**config.mk**
```make
export PLATFORM = sky130hd
export DESIGN_NAME = sync_top
export DESIGN_NICKNAME = d
export VERILOG_FILES = /design/src/sync_pkg.sv /design/src/sync_cfg_regs.sv /design/src/sync_node.sv /design/src/sync_root.sv /design/src/sync_top.sv
export SDC_FILE = /design/constraint.sdc
export NUM_CORES = 1
export LEC_CHECK = 0
export BUFFER_PORTS_ARGS = -buffer_cell sky130_fd_sc_hd__buf_2
export CORE_UTILIZATION = 45
export CTS_BUF_LIST = sky130_fd_sc_hd__clkbuf_4
export DETAILED_ROUTE_END_ITERATION = 10
export GPL_ROUTABILITY_DRIVEN = 0
export MAX_ROUTING_LAYER = met4
export PLACE_DENSITY = 0.66
export SLEW_MARGIN = 20
export SYNTH_ARGS = -nofsm -noshare
export SYNTH_HDL_FRONTEND = slang
export SYNTH_SLANG_ARGS = --single-unit
```
**constraint.sdc**
```tcl
create_clock -name clk -period 3.8 [get_ports clk]
set_clock_uncertainty 0.15 [all_clocks]
set_input_delay 0.19 -clock clk [delete_from_list [all_inputs] [get_ports clk]]
set_output_delay 0.19 -clock clk [all_outputs]
set_load 0.02 [all_outputs]
```
**src/sync_pkg.sv**
```systemverilog
// ==========================================================
// Barrier network shared definitions
// Widths, level codes, APB register map and node FSM type
// ==========================================================

`default_nettype none

package sync_pkg;

  // Fixed 2x2 mesh
  localparam int unsigned N_TILES = 4;

  // Barrier level carried with every request
  typedef logic [1:0] lvl_t;

  localparam lvl_t LVL_NONE = 2'd0;  // Invalid, always an error
  localparam lvl_t LVL_PAIR = 2'd1;  // Tile and its pair partner
  localparam lvl_t LVL_ALL  = 2'd2;  // All four tiles
  localparam lvl_t LVL_SYS  = 2'd3;  // Goes up to the root responder

  // Root wake delay in cycles
  typedef logic [7:0] delay_t;

  // Event counter, saturates at all ones
  typedef logic [15:0] cnt_t;

  // APB
  typedef logic [4:0]  apb_addr_t;  // Byte address
  typedef logic [31:0] apb_data_t;

  // Register map
  // CTRL bit 0 enables the tree, bit 1 clears all counters (W1, self-clearing)
  localparam apb_addr_t REG_CTRL     = 5'h00;
  localparam apb_addr_t REG_DELAY    = 5'h04;  // Root wake delay
  localparam apb_addr_t REG_CNT_PAIR = 5'h08;  // Completed pair barriers
  localparam apb_addr_t REG_CNT_ALL  = 5'h0C;  // Completed all-tile barriers
  localparam apb_addr_t REG_CNT_SYS  = 5'h10;  // Completed system barriers
  localparam apb_addr_t REG_CNT_ERR  = 5'h14;  // Level mismatches

  // CTRL bit positions
  localparam int unsigned CTRL_EN_BIT  = 0;
  localparam int unsigned CTRL_CLR_BIT = 1;

  // Combining node FSM
  typedef enum logic [1:0] {
    IDLE,         // Waiting for both children
    WAIT_PARENT,  // Request forwarded, parent not answered yet
    WAKE          // Wake pulse to the children
  } node_state_t;

endpackage

`default_nettype wire

```
**src/sync_cfg_regs.sv**
```systemverilog
// ==========================================================
// Barrier network APB register block
// Enable, root wake delay and saturating event counters
// ==========================================================

`timescale 1ns/1ps
`default_nettype none

module sync_cfg_regs (
  input  logic                clk,
  input  logic                arst_n_i,
  // APB slave, zero wait states
  input  logic                psel_i,
  input  logic                penable_i,
  input  logic                pwrite_i,
  input  sync_pkg::apb_addr_t paddr_i,
  input  sync_pkg::apb_data_t pwdata_i,
  output sync_pkg::apb_data_t prdata_o,
  output logic                pready_o,
  output logic                pslverr_o,
  // To the tree
  output logic                en_o,
  output sync_pkg::delay_t    delay_o,
  // Event pulses from the tree
  input  logic [1:0]          pair_evt_i,  // One per leaf
  input  logic                all_evt_i,
  input  logic                sys_evt_i,
  input  logic [2:0]          err_evt_i    // Leaf 0, leaf 1, top node
);

  import sync_pkg::*;

  logic   en_q;
  delay_t delay_q;
  cnt_t   cnt_pair_q;
  cnt_t   cnt_all_q;
  cnt_t   cnt_sys_q;
  cnt_t   cnt_err_q;

  logic      access;    // APB access phase
  logic      addr_hit;  // Mapped register
  logic      addr_cnt;  // Counter register, read only
  logic      wr_ok;
  logic      clr;
  apb_data_t rdata;
  logic [1:0] pair_inc;
  logic [1:0] err_inc;

  // Add 0..3 and stick at the top value
  function automatic cnt_t sat_add(input cnt_t val, input logic [1:0] inc);
    logic [$bits(cnt_t):0] sum;
    sum = {1'b0, val} + ($bits(cnt_t) + 1)'(inc);
    if (sum[$bits(cnt_t)]) begin
      return '1;
    end
    return sum[$bits(cnt_t)-1:0];
  endfunction

  assign access = psel_i && penable_i;

  // Address decode and read mux
  always_comb begin
    addr_hit = 1'b1;
    addr_cnt = 1'b0;
    rdata    = '0;
    case (paddr_i)
      REG_CTRL:  rdata = apb_data_t'(en_q);  // Clear bit reads 0
      REG_DELAY: rdata = apb_data_t'(delay_q);
      REG_CNT_PAIR: begin
        rdata    = apb_data_t'(cnt_pair_q);
        addr_cnt = 1'b1;
      end
      REG_CNT_ALL: begin
        rdata    = apb_data_t'(cnt_all_q);
        addr_cnt = 1'b1;
      end
      REG_CNT_SYS: begin
        rdata    = apb_data_t'(cnt_sys_q);
        addr_cnt = 1'b1;
      end
      REG_CNT_ERR: begin
        rdata    = apb_data_t'(cnt_err_q);
        addr_cnt = 1'b1;
      end
      default: addr_hit = 1'b0;
    endcase
  end

  assign wr_ok = access && pwrite_i && addr_hit && !addr_cnt;
  assign clr   = wr_ok && (paddr_i == REG_CTRL) && pwdata_i[CTRL_CLR_BIT];

  // Both leaves may finish in the same cycle
  assign pair_inc = 2'(pair_evt_i[0]) + 2'(pair_evt_i[1]);
  assign err_inc  = 2'(err_evt_i[0]) + 2'(err_evt_i[1]) + 2'(err_evt_i[2]);

  // Control and delay registers
  always_ff @(posedge clk or negedge arst_n_i) begin
    if (!arst_n_i) begin
      en_q    <= 1'b0;
      delay_q <= '0;
    end else if (wr_ok) begin
      if (paddr_i == REG_CTRL) begin
        en_q <= pwdata_i[CTRL_EN_BIT];
      end
      if (paddr_i == REG_DELAY) begin
        delay_q <= pwdata_i[$bits(delay_t)-1:0];
      end
    end
  end

  // Event counters, clear wins over a same-cycle event
  always_ff @(posedge clk or negedge arst_n_i) begin
    if (!arst_n_i) begin
      cnt_pair_q <= '0;
      cnt_all_q  <= '0;
      cnt_sys_q  <= '0;
      cnt_err_q  <= '0;
    end else if (clr) begin
      cnt_pair_q <= '0;
      cnt_all_q  <= '0;
      cnt_sys_q  <= '0;
      cnt_err_q  <= '0;
    end else begin
      cnt_pair_q <= sat_add(cnt_pair_q, pair_inc);
      cnt_all_q  <= sat_add(cnt_all_q, {1'b0, all_evt_i});
      cnt_sys_q  <= sat_add(cnt_sys_q, {1'b0, sys_evt_i});
      cnt_err_q  <= sat_add(cnt_err_q, err_inc);
    end
  end

  assign prdata_o  = (psel_i && !pwrite_i) ? rdata : '0;
  assign pready_o  = 1'b1;
  assign pslverr_o = access && (!addr_hit || (pwrite_i && addr_cnt));  // Unmapped or RO write
  assign en_o      = en_q;
  assign delay_o   = delay_q;

  // Every access phase comes right after a setup phase
  assert property (@(posedge clk) disable iff (!arst_n_i)
    penable_i |-> (psel_i && $past(psel_i && !penable_i)));

endmodule

`default_nettype wire

```
**src/sync_node.sv**
```systemverilog
// ==========================================================
// Barrier combining node with two children
// Resolves barriers of its own level, flags level mismatches
// and forwards higher levels to the parent
// ==========================================================

`timescale 1ns/1ps
`default_nettype none

module sync_node #(
  parameter sync_pkg::lvl_t NODE_LVL = sync_pkg::LVL_PAIR
) (
  input  logic           clk,
  input  logic           arst_n_i,
  input  logic           en_i,        // Accept new requests
  // Child side
  input  logic           c0_req_i,
  input  sync_pkg::lvl_t c0_lvl_i,
  input  logic           c1_req_i,
  input  sync_pkg::lvl_t c1_lvl_i,
  output logic           c0_wake_o,
  output logic           c1_wake_o,
  output logic           c_error_o,   // Valid with wake only
  // Parent side
  output logic           up_req_o,
  output sync_pkg::lvl_t up_lvl_o,
  input  logic           up_wake_i,
  input  logic           up_error_i,
  // Event pulses for the counters
  output logic           done_o,
  output logic           err_o
);

  import sync_pkg::*;

  node_state_t state_q;

  logic wake_q;
  logic error_q;
  logic up_req_q;
  logic done_q;
  logic err_q;
  lvl_t up_lvl_q;

  logic both_req;
  logic accept;
  logic lvl_bad;  // Mismatch, zero or below this node
  logic lvl_fwd;  // Belongs to a node further up

  assign both_req = c0_req_i && c1_req_i;
  assign accept   = (state_q == IDLE) && both_req && en_i;

  // A leaf resolves its own level, so anything below NODE_LVL is a protocol error
  assign lvl_bad = (c0_lvl_i != c1_lvl_i) || (c0_lvl_i == LVL_NONE) ||
                   (c0_lvl_i < NODE_LVL);
  assign lvl_fwd = !lvl_bad && (c0_lvl_i > NODE_LVL);

  always_ff @(posedge clk or negedge arst_n_i) begin
    if (!arst_n_i) begin
      state_q  <= IDLE;
      wake_q   <= 1'b0;
      error_q  <= 1'b0;
      up_req_q <= 1'b0;
      done_q   <= 1'b0;
      err_q    <= 1'b0;
    end else begin
      // Pulses by default
      wake_q  <= 1'b0;
      error_q <= 1'b0;
      done_q  <= 1'b0;
      err_q   <= 1'b0;
      case (state_q)
        IDLE: begin
          if (accept) begin
            if (lvl_bad) begin
              state_q <= WAKE;
              wake_q  <= 1'b1;
              error_q <= 1'b1;
              err_q   <= 1'b1;
            end else if (lvl_fwd) begin
              state_q  <= WAIT_PARENT;
              up_req_q <= 1'b1;  // Rises with the same edge
            end else begin
              state_q <= WAKE;  // Local barrier done
              wake_q  <= 1'b1;
              done_q  <= 1'b1;
            end
          end
        end
        WAIT_PARENT: begin
          if (up_wake_i) begin
            state_q  <= WAKE;
            up_req_q <= 1'b0;        // Drop after seeing wake
            wake_q   <= 1'b1;
            error_q  <= up_error_i;  // Pass parent verdict down
          end
        end
        // Children still hold their requests here, so no accept
        WAKE:    state_q <= IDLE;
        default: state_q <= IDLE;
      endcase
    end
  end

  // Forwarded level is only meaningful while up_req_o is high
  always_ff @(posedge clk) begin
    if (accept && lvl_fwd) begin
      up_lvl_q <= c0_lvl_i;
    end
  end

  assign c0_wake_o = wake_q;
  assign c1_wake_o = wake_q;
  assign c_error_o = error_q;
  assign up_req_o  = up_req_q;
  assign up_lvl_o  = up_lvl_q;
  assign done_o    = done_q;
  assign err_o     = err_q;

  // Wake only goes to children that are still waiting
  assert property (@(posedge clk) disable iff (!arst_n_i)
    wake_q |-> (c0_req_i && c1_req_i));

  // Child requests held until woken
  assert property (@(posedge clk) disable iff (!arst_n_i)
    (c0_req_i && !wake_q) |=> c0_req_i);

  assert property (@(posedge clk) disable iff (!arst_n_i)
    (c1_req_i && !wake_q) |=> c1_req_i);

endmodule

`default_nettype wire

```
**src/sync_root.sv**
```systemverilog
// ==========================================================
// Barrier root responder
// Answers system barriers after the programmed wake delay
// ==========================================================

`timescale 1ns/1ps
`default_nettype none

module sync_root (
  input  logic             clk,
  input  logic             arst_n_i,
  input  logic             en_i,
  input  sync_pkg::delay_t delay_i,   // Cycles between accept and wake
  input  logic             req_i,
  input  sync_pkg::lvl_t   lvl_i,
  output logic             wake_o,
  output logic             error_o,   // Valid with wake only
  output logic             done_o     // System barrier completed
);

  import sync_pkg::*;

  logic   busy_q;   // Counting down
  delay_t cnt_q;
  logic   bad_q;    // Level seen at accept was not LVL_SYS
  logic   wake_q;
  logic   error_q;
  logic   done_q;

  logic accept;
  logic bad_now;
  logic fire;
  logic fire_bad;

  // Requester still holds req during the wake cycle
  assign accept  = req_i && en_i && !busy_q && !wake_q;
  assign bad_now = (lvl_i != LVL_SYS);

  // Zero delay wakes right after the accept edge
  assign fire     = (accept && (delay_i == '0)) || (busy_q && (cnt_q == delay_t'(1)));
  assign fire_bad = accept ? bad_now : bad_q;

  always_ff @(posedge clk or negedge arst_n_i) begin
    if (!arst_n_i) begin
      busy_q  <= 1'b0;
      cnt_q   <= '0;
      wake_q  <= 1'b0;
      error_q <= 1'b0;
      done_q  <= 1'b0;
    end else begin
      wake_q  <= fire;
      error_q <= fire && fire_bad;
      done_q  <= fire && !fire_bad;
      if (accept && (delay_i != '0)) begin
        busy_q <= 1'b1;
        cnt_q  <= delay_i;
      end else if (busy_q) begin
        cnt_q <= cnt_q - delay_t'(1);
        if (cnt_q == delay_t'(1)) begin
          busy_q <= 1'b0;
        end
      end
    end
  end

  // Level check result kept until the wake
  always_ff @(posedge clk) begin
    if (accept) begin
      bad_q <= bad_now;
    end
  end

  assign wake_o  = wake_q;
  assign error_o = error_q;
  assign done_o  = done_q;

  // One wake per request
  assert property (@(posedge clk) disable iff (!arst_n_i)
    wake_o |=> !wake_o);

endmodule

`default_nettype wire

```
**src/sync_top.sv**
```systemverilog
// ==========================================================
// Barrier network top level for the 2x2 mesh
// Two pair leaves, one all-tile node, root and APB registers
// ==========================================================

`timescale 1ns/1ps
`default_nettype none

module sync_top (
  input  logic                                    clk,
  input  logic                                    arst_n_i,
  // APB slave
  input  logic                                    psel_i,
  input  logic                                    penable_i,
  input  logic                                    pwrite_i,
  input  sync_pkg::apb_addr_t                     paddr_i,
  input  sync_pkg::apb_data_t                     pwdata_i,
  output sync_pkg::apb_data_t                     prdata_o,
  output logic                                    pready_o,
  output logic                                    pslverr_o,
  // Tiles
  input  logic [sync_pkg::N_TILES-1:0]            tile_req_i,
  input  sync_pkg::lvl_t [sync_pkg::N_TILES-1:0]  tile_lvl_i,
  output logic [sync_pkg::N_TILES-1:0]            tile_wake_o,
  output logic [sync_pkg::N_TILES-1:0]            tile_error_o
);

  import sync_pkg::*;

  logic   en;
  delay_t delay;

  // Leaf to top node
  logic leaf0_up_req, leaf1_up_req;
  lvl_t leaf0_up_lvl, leaf1_up_lvl;
  logic leaf0_up_wake, leaf1_up_wake;
  logic top_c_error;  // Shared by both leaves
  logic leaf0_c_error, leaf1_c_error;

  // Top node to root
  logic top_up_req;
  lvl_t top_up_lvl;
  logic root_wake, root_error, root_done;

  // Events
  logic leaf0_done, leaf1_done, top_done;
  logic leaf0_err, leaf1_err, top_err;

  // Pair error goes to both tiles of the pair
  assign tile_error_o = {{2{leaf1_c_error}}, {2{leaf0_c_error}}};

  sync_node #(.NODE_LVL(LVL_PAIR)) i_leaf0 (
    .clk(clk), .arst_n_i(arst_n_i), .en_i(en),
    .c0_req_i(tile_req_i[0]), .c0_lvl_i(tile_lvl_i[0]),
    .c1_req_i(tile_req_i[1]), .c1_lvl_i(tile_lvl_i[1]),
    .c0_wake_o(tile_wake_o[0]), .c1_wake_o(tile_wake_o[1]), .c_error_o(leaf0_c_error),
    .up_req_o(leaf0_up_req), .up_lvl_o(leaf0_up_lvl),
    .up_wake_i(leaf0_up_wake), .up_error_i(top_c_error),
    .done_o(leaf0_done), .err_o(leaf0_err)
  );

  sync_node #(.NODE_LVL(LVL_PAIR)) i_leaf1 (
    .clk(clk), .arst_n_i(arst_n_i), .en_i(en),
    .c0_req_i(tile_req_i[2]), .c0_lvl_i(tile_lvl_i[2]),
    .c1_req_i(tile_req_i[3]), .c1_lvl_i(tile_lvl_i[3]),
    .c0_wake_o(tile_wake_o[2]), .c1_wake_o(tile_wake_o[3]), .c_error_o(leaf1_c_error),
    .up_req_o(leaf1_up_req), .up_lvl_o(leaf1_up_lvl),
    .up_wake_i(leaf1_up_wake), .up_error_i(top_c_error),
    .done_o(leaf1_done), .err_o(leaf1_err)
  );

  // All-tile level, system barriers go on to the root
  sync_node #(.NODE_LVL(LVL_ALL)) i_node_top (
    .clk(clk), .arst_n_i(arst_n_i), .en_i(en),
    .c0_req_i(leaf0_up_req), .c0_lvl_i(leaf0_up_lvl),
    .c1_req_i(leaf1_up_req), .c1_lvl_i(leaf1_up_lvl),
    .c0_wake_o(leaf0_up_wake), .c1_wake_o(leaf1_up_wake), .c_error_o(top_c_error),
    .up_req_o(top_up_req), .up_lvl_o(top_up_lvl),
    .up_wake_i(root_wake), .up_error_i(root_error),
    .done_o(top_done), .err_o(top_err)
  );

  sync_root i_root (
    .clk(clk), .arst_n_i(arst_n_i), .en_i(en), .delay_i(delay),
    .req_i(top_up_req), .lvl_i(top_up_lvl),
    .wake_o(root_wake), .error_o(root_error), .done_o(root_done)
  );

  sync_cfg_regs i_cfg (
    .clk(clk), .arst_n_i(arst_n_i),
    .psel_i(psel_i), .penable_i(penable_i), .pwrite_i(pwrite_i),
    .paddr_i(paddr_i), .pwdata_i(pwdata_i),
    .prdata_o(prdata_o), .pready_o(pready_o), .pslverr_o(pslverr_o),
    .en_o(en), .delay_o(delay),
    .pair_evt_i({leaf1_done, leaf0_done}),
    .all_evt_i(top_done),
    .sys_evt_i(root_done),
    .err_evt_i({top_err, leaf1_err, leaf0_err})
  );

endmodule

`default_nettype wire

```
==> impl_metrics.json <==
{
  "final_max_slew_viol_count": 0,
  "dp.final_hpwl_mm": 10.1,
  "min_period_ns": 2.95,
  "synthAdderAreaFrac": 0.0276,
  "cpMostUsedCell": "sky130_fd_sc_hd__fa_1",
  "critical-path-top-delay-family": "simple AND/OR/NAND/NOR gates",
  "critical_path.cell_chain": "fa_1 > ha_1 > fa_1 > nand4_1 > nor2_2 > nand3_1 > a21oi_1",
  "postSynth.topFlopCell": "sky130_fd_sc_hd__dfrtp_1",
  "cts_max_path_buffers": 2,
  "timing.final.ws_setup_ns": 0.851,
  "timing.setup.critical_path_class": "flop to flop",
  "tightest_slew_ns": 0.921,
  "end_kind": "flop",
  "power.static_leakage_nw": 3.02,
  "grt_first_pass_wirelength_mm": 24.3,
  "synth-edff-count": 6,
  "floorplan.rows": 42,
  "crit_path_start_kind": "flop",
  "overall_global_routing_resource_usage": 0.223,
  "synth.yosys.seq_area_share": 0.457,
  "drt_iter0_drc": 399,
  "netlist_top_cells_area": "sky130_fd_sc_hd__dfrtp_1 (42%), sky130_fd_sc_hd__a21oi_1 (6.1%), sky130_fd_sc_hd__xnor2_1 (5.2%)",
  "layout_worst_path_cycle_share": 0.776,
  "reg2reg_setup_slack_ns": 0.85,
  "postCtsSetupRepairBufs": 0,
  "clk_transition_reported_paths_ns": 0.12,
  "avgRoutedWirePerCell_microns": 16.4,
  "first_global_vias": 4969,
  "grt_start_max_net_pins": 49,
  "routed_via_density": 5.71,
  "synth-compound-area-share": 0.164,
  "setup-violations-final": 0,
  "hold_ws_ns": 0.0419,
  "drc_errors": 0,
  "synth.cells.most_frequent": "sky130_fd_sc_hd__dfrtp_1 (106), sky130_fd_sc_hd__a21oi_1 (76), sky130_fd_sc_hd__xnor2_1 (37)",
  "postRouteAntennaNets": 0,
  "async_flop_share": 0.938,
  "die_area_sq_um": 14400,
  "number_of_antenna_violations_at_the_first_check_in_global_routing": 0,
  "stdcell_area_sq_um": 6990,
  "synth_most_common_cell": "sky130_fd_sc_hd__dfrtp_1",
  "chipHeight_microns": 120,
  "syn-mean-instance-area_sq_um": 9.98,
  "synth.lib_cells_used.distinct": 64,
  "yosys.area_share.xor_xnor": 0.0575,
  "antenna-diode-count": 0,
  "outcome": "complete, no violations",
  "areaGrowthSynthToFinish_pct": 11.9,
  "postSynthRegisterBits": 113,
  "clock_sink_count": 113,
  "ios": 96,
  "synth_warnings": 0,
  "drv_cap": 0,
  "clock_latency_ns": 0.54,
  "cts_max_level": 4,
  "peakVddDrop_mv": 0.291,
  "pre_cts_slack_ns": 0.908,
  "synth_top_family_by_area": "simple AND/OR/NAND/NOR gates",
  "synth_largest_type_area_fraction": 0.425,
  "dr.pass1.iters": 6,
  "postSynthCellCount": 626,
  "critical_path_buffer_and_inverter_count": 0,
  "final_util": 0.521,
  "fin_nets": 757,
  "power_density_nw_per_um2": 424,
  "overflow": 0,
  "cts.root.buffer_cell": "sky130_fd_sc_hd__clkbuf_4",
  "placed_cells": 823,
  "synth.cell_area_sq_um": 6240,
  "multiplexer_share_of_the_synthesized_area": 0.0274,
  "data_required_time_at_the_worst_endpoint_ns": 4.11,
  "final_cells": 880,
  "wirelength_mm": 14.4,
  "core-area_sq_um": 13400,
  "yosys.area_share.simple": 0.189,
  "drive_above_1_share": 0.179,
  "fillerInstances": 1244,
  "critical_path.max_fanout": 12,
  "fmax_mhz": 339,
  "final.setup.tns_ns": 0,
  "numPortBuffers": 54,
  "min_path_type": "input pin to flop",
  "tritoncts": "done",
  "num_vias": 5027,
  "unrepaired_setup_endpoints_after_global_routing": "false",
  "place_area_sq_um": 6470,
  "final_hold_viol_count": 0,
  "dieWidth_microns": 120,
  "cpMaxStageDelayCell": "sky130_fd_sc_hd__fa_1",
  "worstPathArrival_ns": 3.26,
  "floorplan.initialDensity": 0.466,
  "slew_headroom": 0.381,
  "numCtsBuffers": 17,
  "slowest_delay_ns": 0.53,
  "power.total_mw": 2.96,
  "synth.largest_area_cell": "sky130_fd_sc_hd__dfrtp_1"
}
worst register-to-register path, stage by stage, from the launching register on:
cell,delay (ns)
sky130_fd_sc_hd__dfrtp_1,0.40
sky130_fd_sc_hd__fa_1,0.53
sky130_fd_sc_hd__ha_1,0.19
sky130_fd_sc_hd__fa_1,0.25
sky130_fd_sc_hd__nand4_1,0.28
sky130_fd_sc_hd__nor2_2,0.32
sky130_fd_sc_hd__nand3_1,0.44
sky130_fd_sc_hd__a21oi_1,0.31
logic make-up after synthesis:
family,after synthesis
AOI/OAI and AO/OA,156
xor gates and xnor gates,41
adders and majority gates,12
buffers and inverters,84
DFF,113
muxes,16
other,2
and+or+nand+nor,202
layer usage:
layer	GRT usage	vias to the layer above	wire length, microns
met1	0.292	2449	6750
met2	0.340	173	6710
met4	0.0742	0	284
met5	-	-	0
met3	0.0528	25	702
li1	-	2380	-
cell type report:
class                      count  area (sq um)  share of cell area
inverter                      32           120              0.0172
multi-input combinational    444          2970               0.425
clock buffer                  18           135              0.0193
sequential                   113          2850               0.408
clock inverter                14           134              0.0192
tap                          176           220              0.0315
timing repair buffer          83           553              0.0792
what timing repair did:
action	4_1_cts	5_1_grt
hold buffers	25	0
resized for setup	0	0
hold endpoints to repair	76	0
flip-flops by register name, indices dropped and copies added, names as in the netlist, 2 cells and up:
name / cells
i_cfg.cnt_err_q: 16
i_cfg.cnt_pair_q: 16
i_cfg.cnt_all_q: 16
i_cfg.delay_o: 8
i_node_top.state_q: 2
i_leaf0.up_lvl_o: 2
i_leaf0.state_q: 2
i_leaf1.up_lvl_o: 2
i_root.cnt_q: 8
i_cfg.cnt_sys_q: 16
i_node_top.up_lvl_o: 2
i_leaf1.state_q: 2
placed cells by master, fill, tap and decap left out, types with 6 or more instances in the layout:
| cell type | synthesis | routed |
|---|---|---|
| sky130_fd_sc_hd__a22oi_1 | 24 | 24 |
| sky130_fd_sc_hd__a211oi_2 | 6 | 6 |
| sky130_fd_sc_hd__clkinv_4 | 0 | 6 |
| sky130_fd_sc_hd__and3_1 | 7 | 7 |
| sky130_fd_sc_hd__mux2i_1 | 7 | 7 |
| sky130_fd_sc_hd__nand3_1 | 27 | 27 |
| sky130_fd_sc_hd__buf_2 | 7 | 53 |
| sky130_fd_sc_hd__o21ai_0 | 9 | 9 |
| sky130_fd_sc_hd__mux2_2 | 9 | 9 |
| sky130_fd_sc_hd__nor2b_1 | 8 | 8 |
| sky130_fd_sc_hd__conb_1 | 2 | 17 |
| sky130_fd_sc_hd__clkbuf_4 | 0 | 18 |
| sky130_fd_sc_hd__nor4_1 | 14 | 14 |
| sky130_fd_sc_hd__nor2_1 | 31 | 31 |
| sky130_fd_sc_hd__nand2_1 | 32 | 32 |
| sky130_fd_sc_hd__a31oi_1 | 7 | 7 |
| sky130_fd_sc_hd__dlygate4sd3_1 | 0 | 25 |
| sky130_fd_sc_hd__dfrtp_1 | 106 | 106 |
| sky130_fd_sc_hd__a21oi_1 | 76 | 76 |
| sky130_fd_sc_hd__inv_1 | 32 | 32 |
| sky130_fd_sc_hd__nor3_1 | 25 | 25 |
| sky130_fd_sc_hd__nand4_1 | 14 | 14 |
| sky130_fd_sc_hd__a222oi_1 | 8 | 8 |
| sky130_fd_sc_hd__xnor2_1 | 37 | 37 |
| sky130_fd_sc_hd__edfxtp_1 | 6 | 6 |
| sky130_fd_sc_hd__ha_1 | 9 | 9 |
power by group:
part | total [mW] | switching, mW | internal (mW)
Clock | 0.857 | 0.517 | 0.340
Combinational | 0.558 | 0.306 | 0.252
Sequential | 1.55 | 0.202 | 1.35
final timing paths:
kind	start	endpoint	cells past startpoint
max	i_leaf0.err_o	i_cfg.cnt_err_q[0]	7
min reg2reg	i_leaf1.up_req_o	i_leaf1.up_req_o	1
max reg2reg	i_leaf0.err_o	i_cfg.cnt_err_q[0]	7
max in group asynchronous	arst_n_i	i_cfg.cnt_pair_q[7]	3
min	tile_lvl_i[6]	i_leaf1.err_o	4
min in group asynchronous	arst_n_i	i_cfg.cnt_err_q[14]	2
(Power assumes the default switching activity.)
